--- config.mk ---
export PLATFORM = sky130hd
export DESIGN_NAME = buffer_config_regs
export DESIGN_NICKNAME = d
export VERILOG_FILES = /design/src/capi_buffer_pkg.sv /design/src/buffer_config_regs.sv
export SDC_FILE = /design/constraint.sdc
export NUM_CORES = 1
export LEC_CHECK = 0
export BUFFER_PORTS_ARGS = -buffer_cell sky130_fd_sc_hd__buf_2
export CAP_MARGIN = 5
export CORE_MARGIN = 1.5
export CORE_UTILIZATION = 52
export DETAILED_ROUTE_END_ITERATION = 6
export PLACE_DENSITY = 0.81
export SETUP_SLACK_MARGIN = 0.15
export SLEW_MARGIN = 20
export SYNTH_ARGS = -nofsm -noshare
export SYNTH_HDL_FRONTEND = slang
export SYNTH_SLANG_ARGS = --single-unit
--- constraint.sdc ---
create_clock -name clock -period 4.7 [get_ports clock]
set_clock_uncertainty 0.2 [all_clocks]
set_input_delay 0.705 -clock clock [delete_from_list [all_inputs] [get_ports clock]]
set_output_delay 0.705 -clock clock [all_outputs]
set_load 0.005 [all_outputs]
--- src/capi_buffer_pkg.sv ---
`default_nettype none

package capi_buffer_pkg;

  ////////////////////////////////////////////////////////////
  // Host link widths
  ////////////////////////////////////////////////////////////

  localparam int tag_bits          = 8;   // Command and read tag
  localparam int read_address_bits = 6;   // Zero picks half 0, any other value half 1

  // Cache line geometry
  localparam int half_line_bits         = 512;
  localparam int double_word_bits       = 64;  // Span of one parity bit
  localparam int half_line_double_words = half_line_bits / double_word_bits;

  localparam int buffer_depth = 256;  // One entry per tag value

  ////////////////////////////////////////////////////////////
  // Configuration register map
  ////////////////////////////////////////////////////////////

  localparam int cfg_address_bits = 2;
  localparam int cfg_data_bits    = 8;

  localparam logic [cfg_address_bits-1:0] cfg_control_address = 2'd0;
  localparam logic [cfg_address_bits-1:0] cfg_status_address  = 2'd1;  // Write clears
  localparam logic [cfg_address_bits-1:0] cfg_count_address   = 2'd2;  // Write clears

  // Control register fields
  localparam int control_enable_bit       = 0;
  localparam int control_error_enable_bit = 1;
  localparam int control_odd_parity_bit   = 2;
  localparam int control_bits             = 3;

  // Status register fields
  localparam int status_tag_parity_bit = 0;

  localparam int error_count_max = 255;  // Counter saturates here

endpackage

`default_nettype wire
--- src/buffer_config_regs.sv ---
`timescale 1ns/1ps
`default_nettype none

module buffer_config_regs (
  input  logic                                         clock,
  input  logic                                         rstn,
  input  logic                                         cfg_write,
  input  logic [capi_buffer_pkg::cfg_address_bits-1:0] cfg_address,
  input  logic [capi_buffer_pkg::cfg_data_bits-1:0]    cfg_write_data,
  output logic [capi_buffer_pkg::cfg_data_bits-1:0]    cfg_read_data,
  input  logic                                         tag_parity_error_pulse,
  output logic                                         enabled,
  output logic                                         error_enable,
  output logic                                         odd_parity
);

  logic [capi_buffer_pkg::control_bits-1:0]  control_q;
  logic                                      tag_error_sticky_q;
  logic [capi_buffer_pkg::cfg_data_bits-1:0] error_count_q;

  logic write_control;
  logic clear_status;
  logic clear_count;

  // Address decode
  assign write_control = cfg_write && (cfg_address == capi_buffer_pkg::cfg_control_address);
  assign clear_status  = cfg_write && (cfg_address == capi_buffer_pkg::cfg_status_address);
  assign clear_count   = cfg_write && (cfg_address == capi_buffer_pkg::cfg_count_address);

  ////////////////////////////////////////////////////////////
  // Registers
  ////////////////////////////////////////////////////////////

  always_ff @(posedge clock or negedge rstn) begin
    if (!rstn) begin
      control_q          <= '0;  // Disabled, errors off, even parity
      tag_error_sticky_q <= 1'b0;
      error_count_q      <= '0;
    end else begin
      if (write_control) begin
        control_q <= cfg_write_data[capi_buffer_pkg::control_bits-1:0];
      end
      // Error pulse beats a clear on the same edge
      if (tag_parity_error_pulse) begin
        tag_error_sticky_q <= 1'b1;
      end else if (clear_status) begin
        tag_error_sticky_q <= 1'b0;
      end
      if (tag_parity_error_pulse) begin
        if (error_count_q != capi_buffer_pkg::error_count_max) begin
          error_count_q <= error_count_q + 1'b1;  // Holds at max
        end
      end else if (clear_count) begin
        error_count_q <= '0;
      end
    end
  end

  // Control fields out to the buffer
  assign enabled      = control_q[capi_buffer_pkg::control_enable_bit];
  assign error_enable = control_q[capi_buffer_pkg::control_error_enable_bit];
  assign odd_parity   = control_q[capi_buffer_pkg::control_odd_parity_bit];

  // Readback mux
  always_comb begin
    cfg_read_data = '0;
    case (cfg_address)
      capi_buffer_pkg::cfg_control_address:
        cfg_read_data[capi_buffer_pkg::control_bits-1:0] = control_q;
      capi_buffer_pkg::cfg_status_address:
        cfg_read_data[capi_buffer_pkg::status_tag_parity_bit] = tag_error_sticky_q;
      capi_buffer_pkg::cfg_count_address:
        cfg_read_data = error_count_q;
      default:
        cfg_read_data = '0;  // Unmapped reads as zero
    endcase
  end

endmodule

`default_nettype wire

## Word-level counts from Yosys, hierarchy flattened

Cells that the tools add are included.

| storage, ports and cells | value |
|---|---|
| flip-flop bits (word level) | 12 |
| bits in latches | 0 |
| bits in writable memories | 0 |
| memory bits (read-only) | 0 |
| bits of input ports | 14 |
| output and inout port bits | 11 |
| memories kept | 0 |

| cells by class | value |
|---|---|
| add/sub/neg operators | 1 |
| multipliers | 0 |
| divide/modulo/power cells | 0 |
| order comparisons | 0 |
| equality and inequality tests | 4 |
| shifts and indexed selects | 0 |
| mux-type cells | 8 |
| bitwise logic cells | 0 |
| reductions and logical operators | 7 |

Operators by type and width:

| operator | number |
|---|---|
| 2-to-1 mux 8 bit | 3 |
| adder 8 x 1 -> 8 bit, second input constant | 1 |
| != test 8 bit, second input constant | 1 |
| 2-to-1 mux 5 bit | 1 |
| case mux 2 bit (2 select lines) | 1 |
| nonzero test 2 bit | 2 |
| logical AND 1 bit | 3 |
| case mux 1 bit (3 select lines) | 1 |
| == test 2 x 1 -> 1 bit, second input constant | 1 |
| == test 2 bit, second input constant | 1 |
| zero test 2 bit | 1 |
| 2-to-1 mux 1 bit | 2 |
| != test 2 x 1 -> 1 bit, second input constant | 1 |
| AND reduction 2 bit | 1 |

## Depth between registers and ports, before layout

Gate-level depths: netlist (run 1).

| logic depth | value |
|---|---|
| depth after elaboration | 4 |
| mapped depth | 5 |
| gate-level depth less buffers | 4 |

## Least setup slack after synthesis (run 1)

OpenSTA, ideal clock, no wires.

| timing path | value |
|---|---|
| path type | input to output |
| start point | input cfg_address[1] (netlist bit) |
| end point | output cfg_read_data[3] (netlist bit) |
| data arrival time | 1.242 ns |
| slack | 2.553 ns |
| cell stages on the path | 3 |
| buffers on the path | 1 |
| cells stage by stage | buf_2 -> nor2b_1 -> and2_1 |

| on the way | value |
|---|---|
| longest elaborated chain between the ends | 2 |

RTL lines:

| element | RTL line | RTL |
|---|---|---|
| start, declared | buffer_config_regs.sv:8 | `input logic [capi_buffer_pkg::cfg_address_bits-1:0] cfg_address,` |
| == test 2 bit | buffer_config_regs.sv:67 | `case (cfg_address)` |
| 2-to-1 mux 5 bit | buffer_config_regs.sv:67 |  |
| end, declared | buffer_config_regs.sv:10 | `output logic [capi_buffer_pkg::cfg_data_bits-1:0] cfg_read_data,` |

Every way passes these cells.

## Final worst setup path (run 1)

| timing path | value |
|---|---|
| start point | input cfg_address[1] (netlist bit) |
| end point | output cfg_read_data[4] (netlist bit) |

The elaborated chain is that of the path after synthesis.

==> impl_metrics.yaml, run 1 <==
layout:
  fin_area_um2: 896
  final_cells: 108
  area_delta_synth_final_pct: 13.3
  drive_above_1_share_pct: 39.8
  antennaDiodeCount: 0
  final_nets: 110
power_and_ir_drop:
  p_leak_uw: 0.000425
  p_per_area_mw_per_mm2: 322
  ir_drop_v: 0.000173
timing:
  grt_setup_unrepaired: "false"
  max_clock_freq_mhz: 430
  maxSlewViolCount: 0
  timing.final.ws_setup_ns: 2.38
  setup_viol: 0
  hold_violations: 0
  tns_ns: 0
  fin_crit_sh_pct: 49.4
  slew_headroom_pct: 76.5
  worstMarginPinSlew_ns: 0.353
  period_needed_ns: 2.32
  hold_ws_ns: 0.0944
clock_tree:
  post-cts-setup-buffers: 0
  clkSinkCount: 12
  clock_path_buffers: 2
  clk_pin_slew_worst_paths_ns: 0.07
  post_cts_resized: 0
  cts_buffers: 3
  clkLatencyLatePin_ns: 0.27
  htreeDepth: 1
  cts_tree: "done"
  clock-root-buffer: "clkbuf_4"
  postCtsHoldBufs: 0
yosys:
  synth_cell_types: 36
  yosysTopAreaCellShare_pct: 38.0
  synth.avg_cell_area_um2: 10.4
  yosysWarnings: 0
  netlist_area_um2: 791
  synth_nets: 91
  synth_seq_area_share_pct: 38.0
  synth_area_leaders: "dfrtp_1, nand3b_1, mux2_2, and2_1, mux2i_1"
  synth-edff-count: 0
  synth_cells: 76
  async_flop_share_pct: 100
  synth_common_cells: "dfrtp_1, and2_1, nand2_1, nand3b_1, nor2_1"
  synth_flop_cell: "dfrtp_1"
  yosys.area.top_type: "dfrtp_1"
  synth-seq-cells: 12
  synth.most_common_cell: "dfrtp_1"
die:
  start_util_pct: 57.9
  fp.dieH_um: 42.0
  fp.dieW_um: 42.0
  coreArea_mm2: 0.00137
  die-area_mm2: 0.00176
  fp-row-count: 13
  io_pins: 25
critical_path:
  worstPathArrival_ns: 1.42
  critPathMaxFanout: 9
  required_ns: 3.80
  worstSetupEndpointType: "primary output"
  cp-start-kind: "input pin"
  path_class: "in2out"
  crit_start: "cfg_address[1]"
  r2r_start: "error_count_q[0]"
outcome:
  outcome: "finished, final reports clean"
placed_design:
  port_buffers: 19
  placedCellCount: 105
  dpl.hpwl_um: 1260
  gp_congestion: 0.760
  placed_area_um2: 873
  pre_cts_ws_ns: 2.38
global_routing:
  grt_overflow: 0
  grt_pass1_vias: 642
  grt.total_usage_pct: 22.2
  grt_max_degree: 16
  antenna_found_initial: 0
  grt_pass1_wl_um: 2930
detailed_routing:
  via_per_inst: 6.11
  wirelength_um: 1670
  drc: 0
  vias: 660
  drtIter0Drc: 12
  ant_nets: 0
  wire_per_inst_um: 15.5
  drt_pass1_iterations: 4
min_path:
  min_path_type: "in2async"
run:
  maxCapViolations: 0
[state kept, by name (all words and copies together) (netlist names)]
register,cells
error_count_q,8
control_q,3
tag_error_sticky_q,1
[worst max-delay path, cell delays in order]
cell and delay (ns):
buf_2 0.19, nor2b_1 0.26, and2_1 0.16, buf_2 0.10
[through the flow]
step,total power [uW],util (%)
floorplan,197,-
global placement,222,63.9
detailed placement,229,63.9
CTS,292,65.6
global route,307,65.6
finish,289,65.6
[routing by layer]
| layer | share of wire [%] | track usage [%] | up-vias | wire (um) |
|---|---|---|---|---|
| met5 | 0 | 0 | - | 0 |
| met4 | 3.1 | 15.5 | 0 | 52 |
| met3 | 3.2 | 3.88 | 6 | 54 |
| met2 | 50 | 34.4 | 17 | 833 |
| met1 | 44 | 27.7 | 317 | 729 |
| li1 | - | - | 320 | - |
[where the power goes]
part	switching, uW	internal [uW]	total [uW]
Combinational	34.5	36.4	70.9
Clock	32.8	29.7	62.4
Sequential	31.1	124	156
[area by class of cell]
class / count / area, um^2
Fill cell: 119 / 470
Multi-Input combinational cell: 59 / 459
Sequential cell: 12 / 300
Timing Repair Buffer: 19 / 95.1
Clock buffer: 3 / 22.5
Tap cell: 15 / 18.8
[cell usage in the layout (no fill, tap or decap), types with 2 or more instances in the layout]
cell type / n
nor2_1: 4
nor3b_2: 2
nand3b_1: 5
nand3_1: 2
clkbuf_4: 3
a21oi_1: 3
o211ai_2: 2
and2_1: 5
mux2_2: 3
buf_2: 19
nand2_1: 5
dfrtp_1: 12
nor2b_1: 2
mux2i_1: 3
nand4_1: 3
[final timing paths]
path                                 endpoint  slack, ns  depth (start not counted)
max reg2reg                  error_count_q[6]       2.94                          4
min reg2reg                tag_error_sticky_q       0.34                          1
max in group asynchronous    error_count_q[0]       3.99                          1
max                          cfg_read_data[4]       2.38                          4
min                          error_count_q[3]       0.09                          1
min in group clock         tag_error_sticky_q       0.34                          1
[cell families (layout without fill, tap and decap cells)]
group                      after synthesis  after routing  share of synthesized area, %
muxes                                    6              6                          8.07
DFF                                     12             12                          38.0
and+or+nand+nor                         38             38                          32.6
adders and majority gates                1              1                          1.58
buffers and inverters                    5             22                          3.95
AOI/OAI and AO/OA                       14             14                          15.8
(Power assumes the default switching activity.)
==> inputs of run 2 (changes only) <==
--- a/config.mk
+++ b/config.mk
@@ -8,9 +8,9 @@
 export BUFFER_PORTS_ARGS = -buffer_cell sky130_fd_sc_hd__buf_2
 export CAP_MARGIN = 5
 export CORE_MARGIN = 1.5
-export CORE_UTILIZATION = 52
+export CORE_UTILIZATION = 49
 export DETAILED_ROUTE_END_ITERATION = 6
-export PLACE_DENSITY = 0.81
+export PLACE_DENSITY = 0.77
 export SETUP_SLACK_MARGIN = 0.15
 export SLEW_MARGIN = 20
 export SYNTH_ARGS = -nofsm -noshare
==> constraint.sdc (replaced) <==
create_clock -name clock -period 2.4 [get_ports clock]
set_clock_uncertainty 0.2 [all_clocks]
set_input_delay 0.36 -clock clock [delete_from_list [all_inputs] [get_ports clock]]
set_output_delay 0.36 -clock clock [all_outputs]
set_load 0.005 [all_outputs]
==> impl_metrics.yaml, run 2 (synthesized netlist as in run 1, its figures left out) <==
placed_design:
  port_buffers: 19
  placedCellCount: 106
  pre_cts_ws_ns: 0.659
  dpl.hpwl_um: 1190
  gp_congestion: 0.778
layout:
  nFillCells: 135
  final_nets: 111
  largest_register: "error_count_q"
  reg_top3: "error_count_q x8, control_q x3, tag_error_sticky_q x1"
  drive_above_1_share_pct: 39.4
  antennaDiodeCount: 0
  area_delta_synth_final_pct: 14.7
  final_common_cell: "buf_2"
  final_cell_mix: "buf_2, dfrtp_1, nand3b_1, and2_1, nand2_1"
  largest_register_ffs: 8
  final_cells: 110
die:
  coreArea_mm2: 0.00151
  fp.dieW_um: 43.2
  io_pins: 25
  start_util_pct: 52.5
  fp.dieH_um: 43.2
  die-area_mm2: 0.00186
  fp-row-count: 14
clock_tree:
  cts_buffers: 3
  post_cts_resized: 0
  clkSinkCount: 12
  clkLatencyLatePin_ns: 0.28
  clk_pin_slew_worst_paths_ns: 0.09
  clock_path_buffers: 2
  clock-root-buffer: "clkbuf_4"
  post-cts-setup-buffers: 0
  htreeDepth: 1
  cts_tree: "done"
global_routing:
  grt.total_usage_pct: 19.1
  grt_max_degree: 16
  grt_overflow: 0
  antenna_found_initial: 0
  grt_pass1_vias: 612
  grt_pass1_wl_um: 2580
outcome:
  outcome: "finished, final reports clean"
critical_path:
  r2r_start: "error_count_q[0]"
  cp-start-kind: "flop"
  rr_worst_depth: 4
  reg2reg_to: "error_count_q[6]"
  path_class: "reg2reg"
  required_ns: 2.36
  worstSetupEndpointType: "flop"
  rrSetupSlack_ns: 0.64
  critPathMaxFanout: 9
  crit_chain: "ha_1 -> and4_1 -> and4_4 -> nor3_2"
  cp_slowest_cell: "dfrtp_1"
  worstPathArrival_ns: 1.71
  slowest_delay_ns: 0.45
timing:
  hold_violations: 0
  slew_headroom_pct: 77.1
  grt_setup_unrepaired: "false"
  period_needed_ns: 1.76
  fin_crit_sh_pct: 73.3
  worstMarginPinSlew_ns: 0.343
  setup_viol: 0
  timing.final.ws_setup_ns: 0.641
  tns_ns: 0
  maxSlewViolCount: 0
  hold_ws_ns: 0.101
  max_clock_freq_mhz: 569
min_path:
  holdPathStages: 2
  holdPathEnd: "control_q[1]"
  min_path_type: "in2reg"
  hp-start: "cfg_write_data[1]"
run:
  maxCapViolations: 0
power_and_ir_drop:
  switching_share_pct: 34.6
  ir_drop_v: 0.000469
  clockPowerShare_pct: 23.2
  internal-power_uw: 374
  seq_power_share_pct: 52.8
  power.total_uw: 572
  p_leak_uw: 0.000429
  p_per_area_mw_per_mm2: 631
  switchingPower_uw: 198
  pwr-share-comb_pct: 24.0
detailed_routing:
  drtIter0Drc: 15
  drc: 0
  via_per_inst: 5.96
  wire_per_inst_um: 14.9
  ant_nets: 0
  wirelength_um: 1640
  drt_pass1_iterations: 4
  vias: 656
[run 2: cell types whose count changed in the layout (fill, tap and decap cells not counted)]
| cell | before | now |
|---|---|---|
| dlygate4sd3_1 | 0 | 1 |
[run 2: area by class of cell]
type	count	area (um^2)	area share [%]
clock buffer	3	22.5	2.48
multi-input combinational	59	459	50.6
sequential	12	300	33.1
tap	16	20.0	2.21
timing repair buffer	20	105	11.6
[run 2: power groups by stage]
| stage | logic [uW] | registers [uW] | clock network [uW] |
|---|---|---|---|
| final | 137 | 302 | 133 |
| after global routing | 152 | 308 | 137 |
| after CTS | 139 | 301 | 130 |
| after detailed placement | 137 | 305 | 0 |
| after global placement | 133 | 301 | 0 |
| after floorplan | 94.2 | 291 | 0 |
[run 2: worst max-delay path, delay by kind of cell, from the launching register on]
family / cells / cell delay [ns]
adders and majority gates: 1 / 0.24
DFF: 1 / 0.45
and+or+nand+nor: 3 / 0.75
[run 2: worst max path at each step]
stage | start | to | slack [ns] | depth (start not counted)
floorplan | error_count_q[0] | error_count_q[6] | 0.84 | 5
global placement | error_count_q[0] | error_count_q[6] | 0.67 | 4
detailed placement | error_count_q[0] | error_count_q[1] | 0.66 | 4
CTS | error_count_q[0] | error_count_q[1] | 0.64 | 4
global route | error_count_q[0] | error_count_q[6] | 0.54 | 4
finish | error_count_q[0] | error_count_q[6] | 0.64 | 4
[run 2: routing by layer]
| layer | track usage [%] | up-vias | share of wire (%) |
|---|---|---|---|
| met1 | 22.5 | 314 | 46 |
| met2 | 31.3 | 16 | 48 |
| met4 | 12.1 | 0 | 2.1 |
| li1 | - | 321 | - |
| met5 | 0 | - | 0 |
| met3 | 3.83 | 5 | 3.3 |
[run 2: through the flow]
step / instance area (um^2) / utilization, %
3_3_place_gp: 875 / 58.1
2_1_floorplan: 791 / -
3_5_place_dp: 875 / 58.1
6_report: 907 / 60.2
5_1_grt: 907 / 60.2
4_1_cts: 907 / 60.2
[run 2: what timing repair did]
item	in CTS	in global routing
endpoints found under the hold margin	12	0
endpoints found under the setup margin	0	0
hold buffers	1	0
==> inputs of run 3 (changes only) <==
--- a/config.mk
+++ b/config.mk
@@ -8,9 +8,9 @@
 export BUFFER_PORTS_ARGS = -buffer_cell sky130_fd_sc_hd__buf_2
 export CAP_MARGIN = 5
 export CORE_MARGIN = 1.5
-export CORE_UTILIZATION = 49
+export CORE_UTILIZATION = 44
 export DETAILED_ROUTE_END_ITERATION = 6
-export PLACE_DENSITY = 0.77
+export PLACE_DENSITY = 0.73
 export SETUP_SLACK_MARGIN = 0.15
 export SLEW_MARGIN = 20
 export SYNTH_ARGS = -nofsm -noshare
==> constraint.sdc (replaced) <==
create_clock -name clock -period 1.58 [get_ports clock]
set_clock_uncertainty 0.2 [all_clocks]
set_input_delay 0.237 -clock clock [delete_from_list [all_inputs] [get_ports clock]]
set_output_delay 0.237 -clock clock [all_outputs]
set_load 0.005 [all_outputs]
==> impl_metrics.yaml, run 3 (synthesized netlist as in run 1, its figures left out) <==
run:
  maxCapViolations: 0
power_and_ir_drop:
  p_per_area_mw_per_mm2: 946
  clockPowerShare_pct: 18.1
  switching_share_pct: 33.2
  p_leak_uw: 0.000527
  switchingPower_uw: 360
  seq_power_share_pct: 41.5
  pwr-share-comb_pct: 40.5
  internal-power_uw: 727
  ir_drop_v: 0.000688
clock_tree:
  clkSinkCount: 12
  clk_pin_slew_worst_paths_ns: 0.08
  cts_buffers: 3
  cts_tree: "done"
  clock-root-buffer: "clkbuf_4"
  htreeDepth: 1
  clkLatencyLatePin_ns: 0.28
  clock_path_buffers: 2
critical_path:
  cp-start-kind: "flop"
  reg2reg_to: "error_count_q[7]"
  rrSetupSlack_ns: 0.07
  crit_start: "error_count_q[0]"
  path_delay_family: "flip-flops"
  cp.depth: 4
  worstSetupEndpointType: "primary output"
  path_class: "reg2out"
  crit_chain: "buf_6 -> mux2i_1 -> o21ai_1 -> buf_2"
  rr_worst_depth: 4
  worstPathArrival_ns: 1.13
  cp_num_buf_inv: 2
  required_ns: 1.14
  slowest_delay_ns: 0.40
  cp_slowest_cell: "dfrtp_1"
  critPathMaxFanout: 3
  crit_end: "cfg_read_data[0]"
  r2r_start: "error_count_q[2]"
timing:
  maxSlewViolCount: 0
  setup_viol: 0
  hold_violations: 0
  grt_setup_unrepaired: "true"
  timing.final.ws_setup_ns: 0.0138
  period_needed_ns: 1.57
  fin_crit_sh_pct: 99.1
  worstMarginPinSlew_ns: 0.313
  slew_headroom_pct: 79.1
  tns_ns: 0
  max_clock_freq_mhz: 638
detailed_routing:
  ant_nets: 0
  via_per_inst: 5.32
  drc: 0
  vias: 740
  wirelength_um: 2010
  drtIter0Drc: 15
  drt_pass1_iterations: 4
  wire_per_inst_um: 14.5
placed_design:
  placedCellCount: 120
  dpl.hpwl_um: 1220
  port_buffers: 19
  pre_cts_ws_ns: 0.0697
  gp_congestion: 0.799
outcome:
  outcome: "finished, final reports clean"
layout:
  final_cells: 139
  final_util_pct: 67.3
  final_cell_mix: "buf_2, buf_4, dfrtp_1"
  final_nets: 131
  largest_register: "error_count_q"
  final_common_cell: "buf_2"
  area_delta_synth_final_pct: 45.3
  largest_register_ffs: 8
  reg_top3: "error_count_q x8, control_q x3, tag_error_sticky_q x1"
  drive_above_1_share_pct: 57.0
  antennaDiodeCount: 0
global_routing:
  grt_max_degree: 13
  grt_pass1_vias: 678
  grt.total_usage_pct: 20.9
  antenna_found_initial: 0
  grt_overflow: 0
  grt_pass1_wl_um: 3040
die:
  coreArea_mm2: 0.00171
  fp.dieW_um: 45.4
  fp.dieH_um: 45.4
  start_util_pct: 46.3
  io_pins: 25
  die-area_mm2: 0.00206
  fp-row-count: 15
min_path:
  min_path_type: "in2reg"
run 3: cell types whose count changed in the layout (fill, tap and decap cells not counted), moves of 2 or more:
cell	previous run	this run
buf_4	0	10
buf_6	0	6
dlygate4sd3_1	1	5
dfrtp_1	12	9
dfrtp_2	0	3
a21oi_1	3	1
run 3: what timing repair did:
action / CTS / global route
hold buffers: 4 / 1
pin swaps: 2 / 10
setup buffers: 9 / 2
hold endpoints to repair: 15 / 1
resized for setup: 8 / 11
endpoints found under the setup margin: 12 / 15
run 3: worst min path at each step:
| stage | cells after the start | start | slack (ns) | endpoint |
|---|---|---|---|---|
| final | 3 | cfg_write | 0.08 | tag_error_sticky_q |
| after global routing | 3 | cfg_write | 0.08 | tag_error_sticky_q |
| after CTS | 2 | tag_parity_error_pulse | 0.002 | tag_error_sticky_q |
| after detailed placement | 1 | rstn | -0.06 | error_count_q[7] |
| after global placement | 1 | rstn | -0.07 | error_count_q[6] |
| after floorplan | 0 | rstn | -0.26 | control_q[0] |
run 3: final cells by class:
cell class                      count  area, um^2
Fill cell                         128         559
Sequential cell                    12         304
Multi-Input combinational cell     59         503
Clock buffer                        3        22.5
Timing Repair Buffer               40         288
Tap cell                           25        31.3
run 3: routing by layer:
metal	vias to the layer above	global-route usage (%)	wire (um)
li1	362	-	-
met1	354	25.6	873
met5	-	0	0
met4	0	10.6	61
met2	15	34.1	1010
met3	9	4.76	61
run 3: through the flow:
stage,instance area [um^2],hold slack (ns),power [uW]
finish,1150,0.0788,1090
global route,1150,0.0818,1160
CTS,1080,0.00209,1020
detailed placement,926,-0.0639,707
global placement,926,-0.0685,694
floorplan,793,-0.259,589
run 3: power by group through the flow:
stage | Sequential [uW] | Combinational (uW) | Clock, uW
floorplan | 443 | 146 | 0
global placement | 447 | 247 | 0
detailed placement | 451 | 257 | 0
CTS | 443 | 379 | 198
global route | 460 | 483 | 212
finish | 451 | 440 | 196
run 3: worst reg2reg max path: cells and delay by family (launching register included):
kind	cells	cell delay [ns]
AO/OA/AOI/OAI	2	0.47
flip-flops	1	0.41
AND/OR/NAND/NOR	1	0.20
buffers and inverters	1	0.12
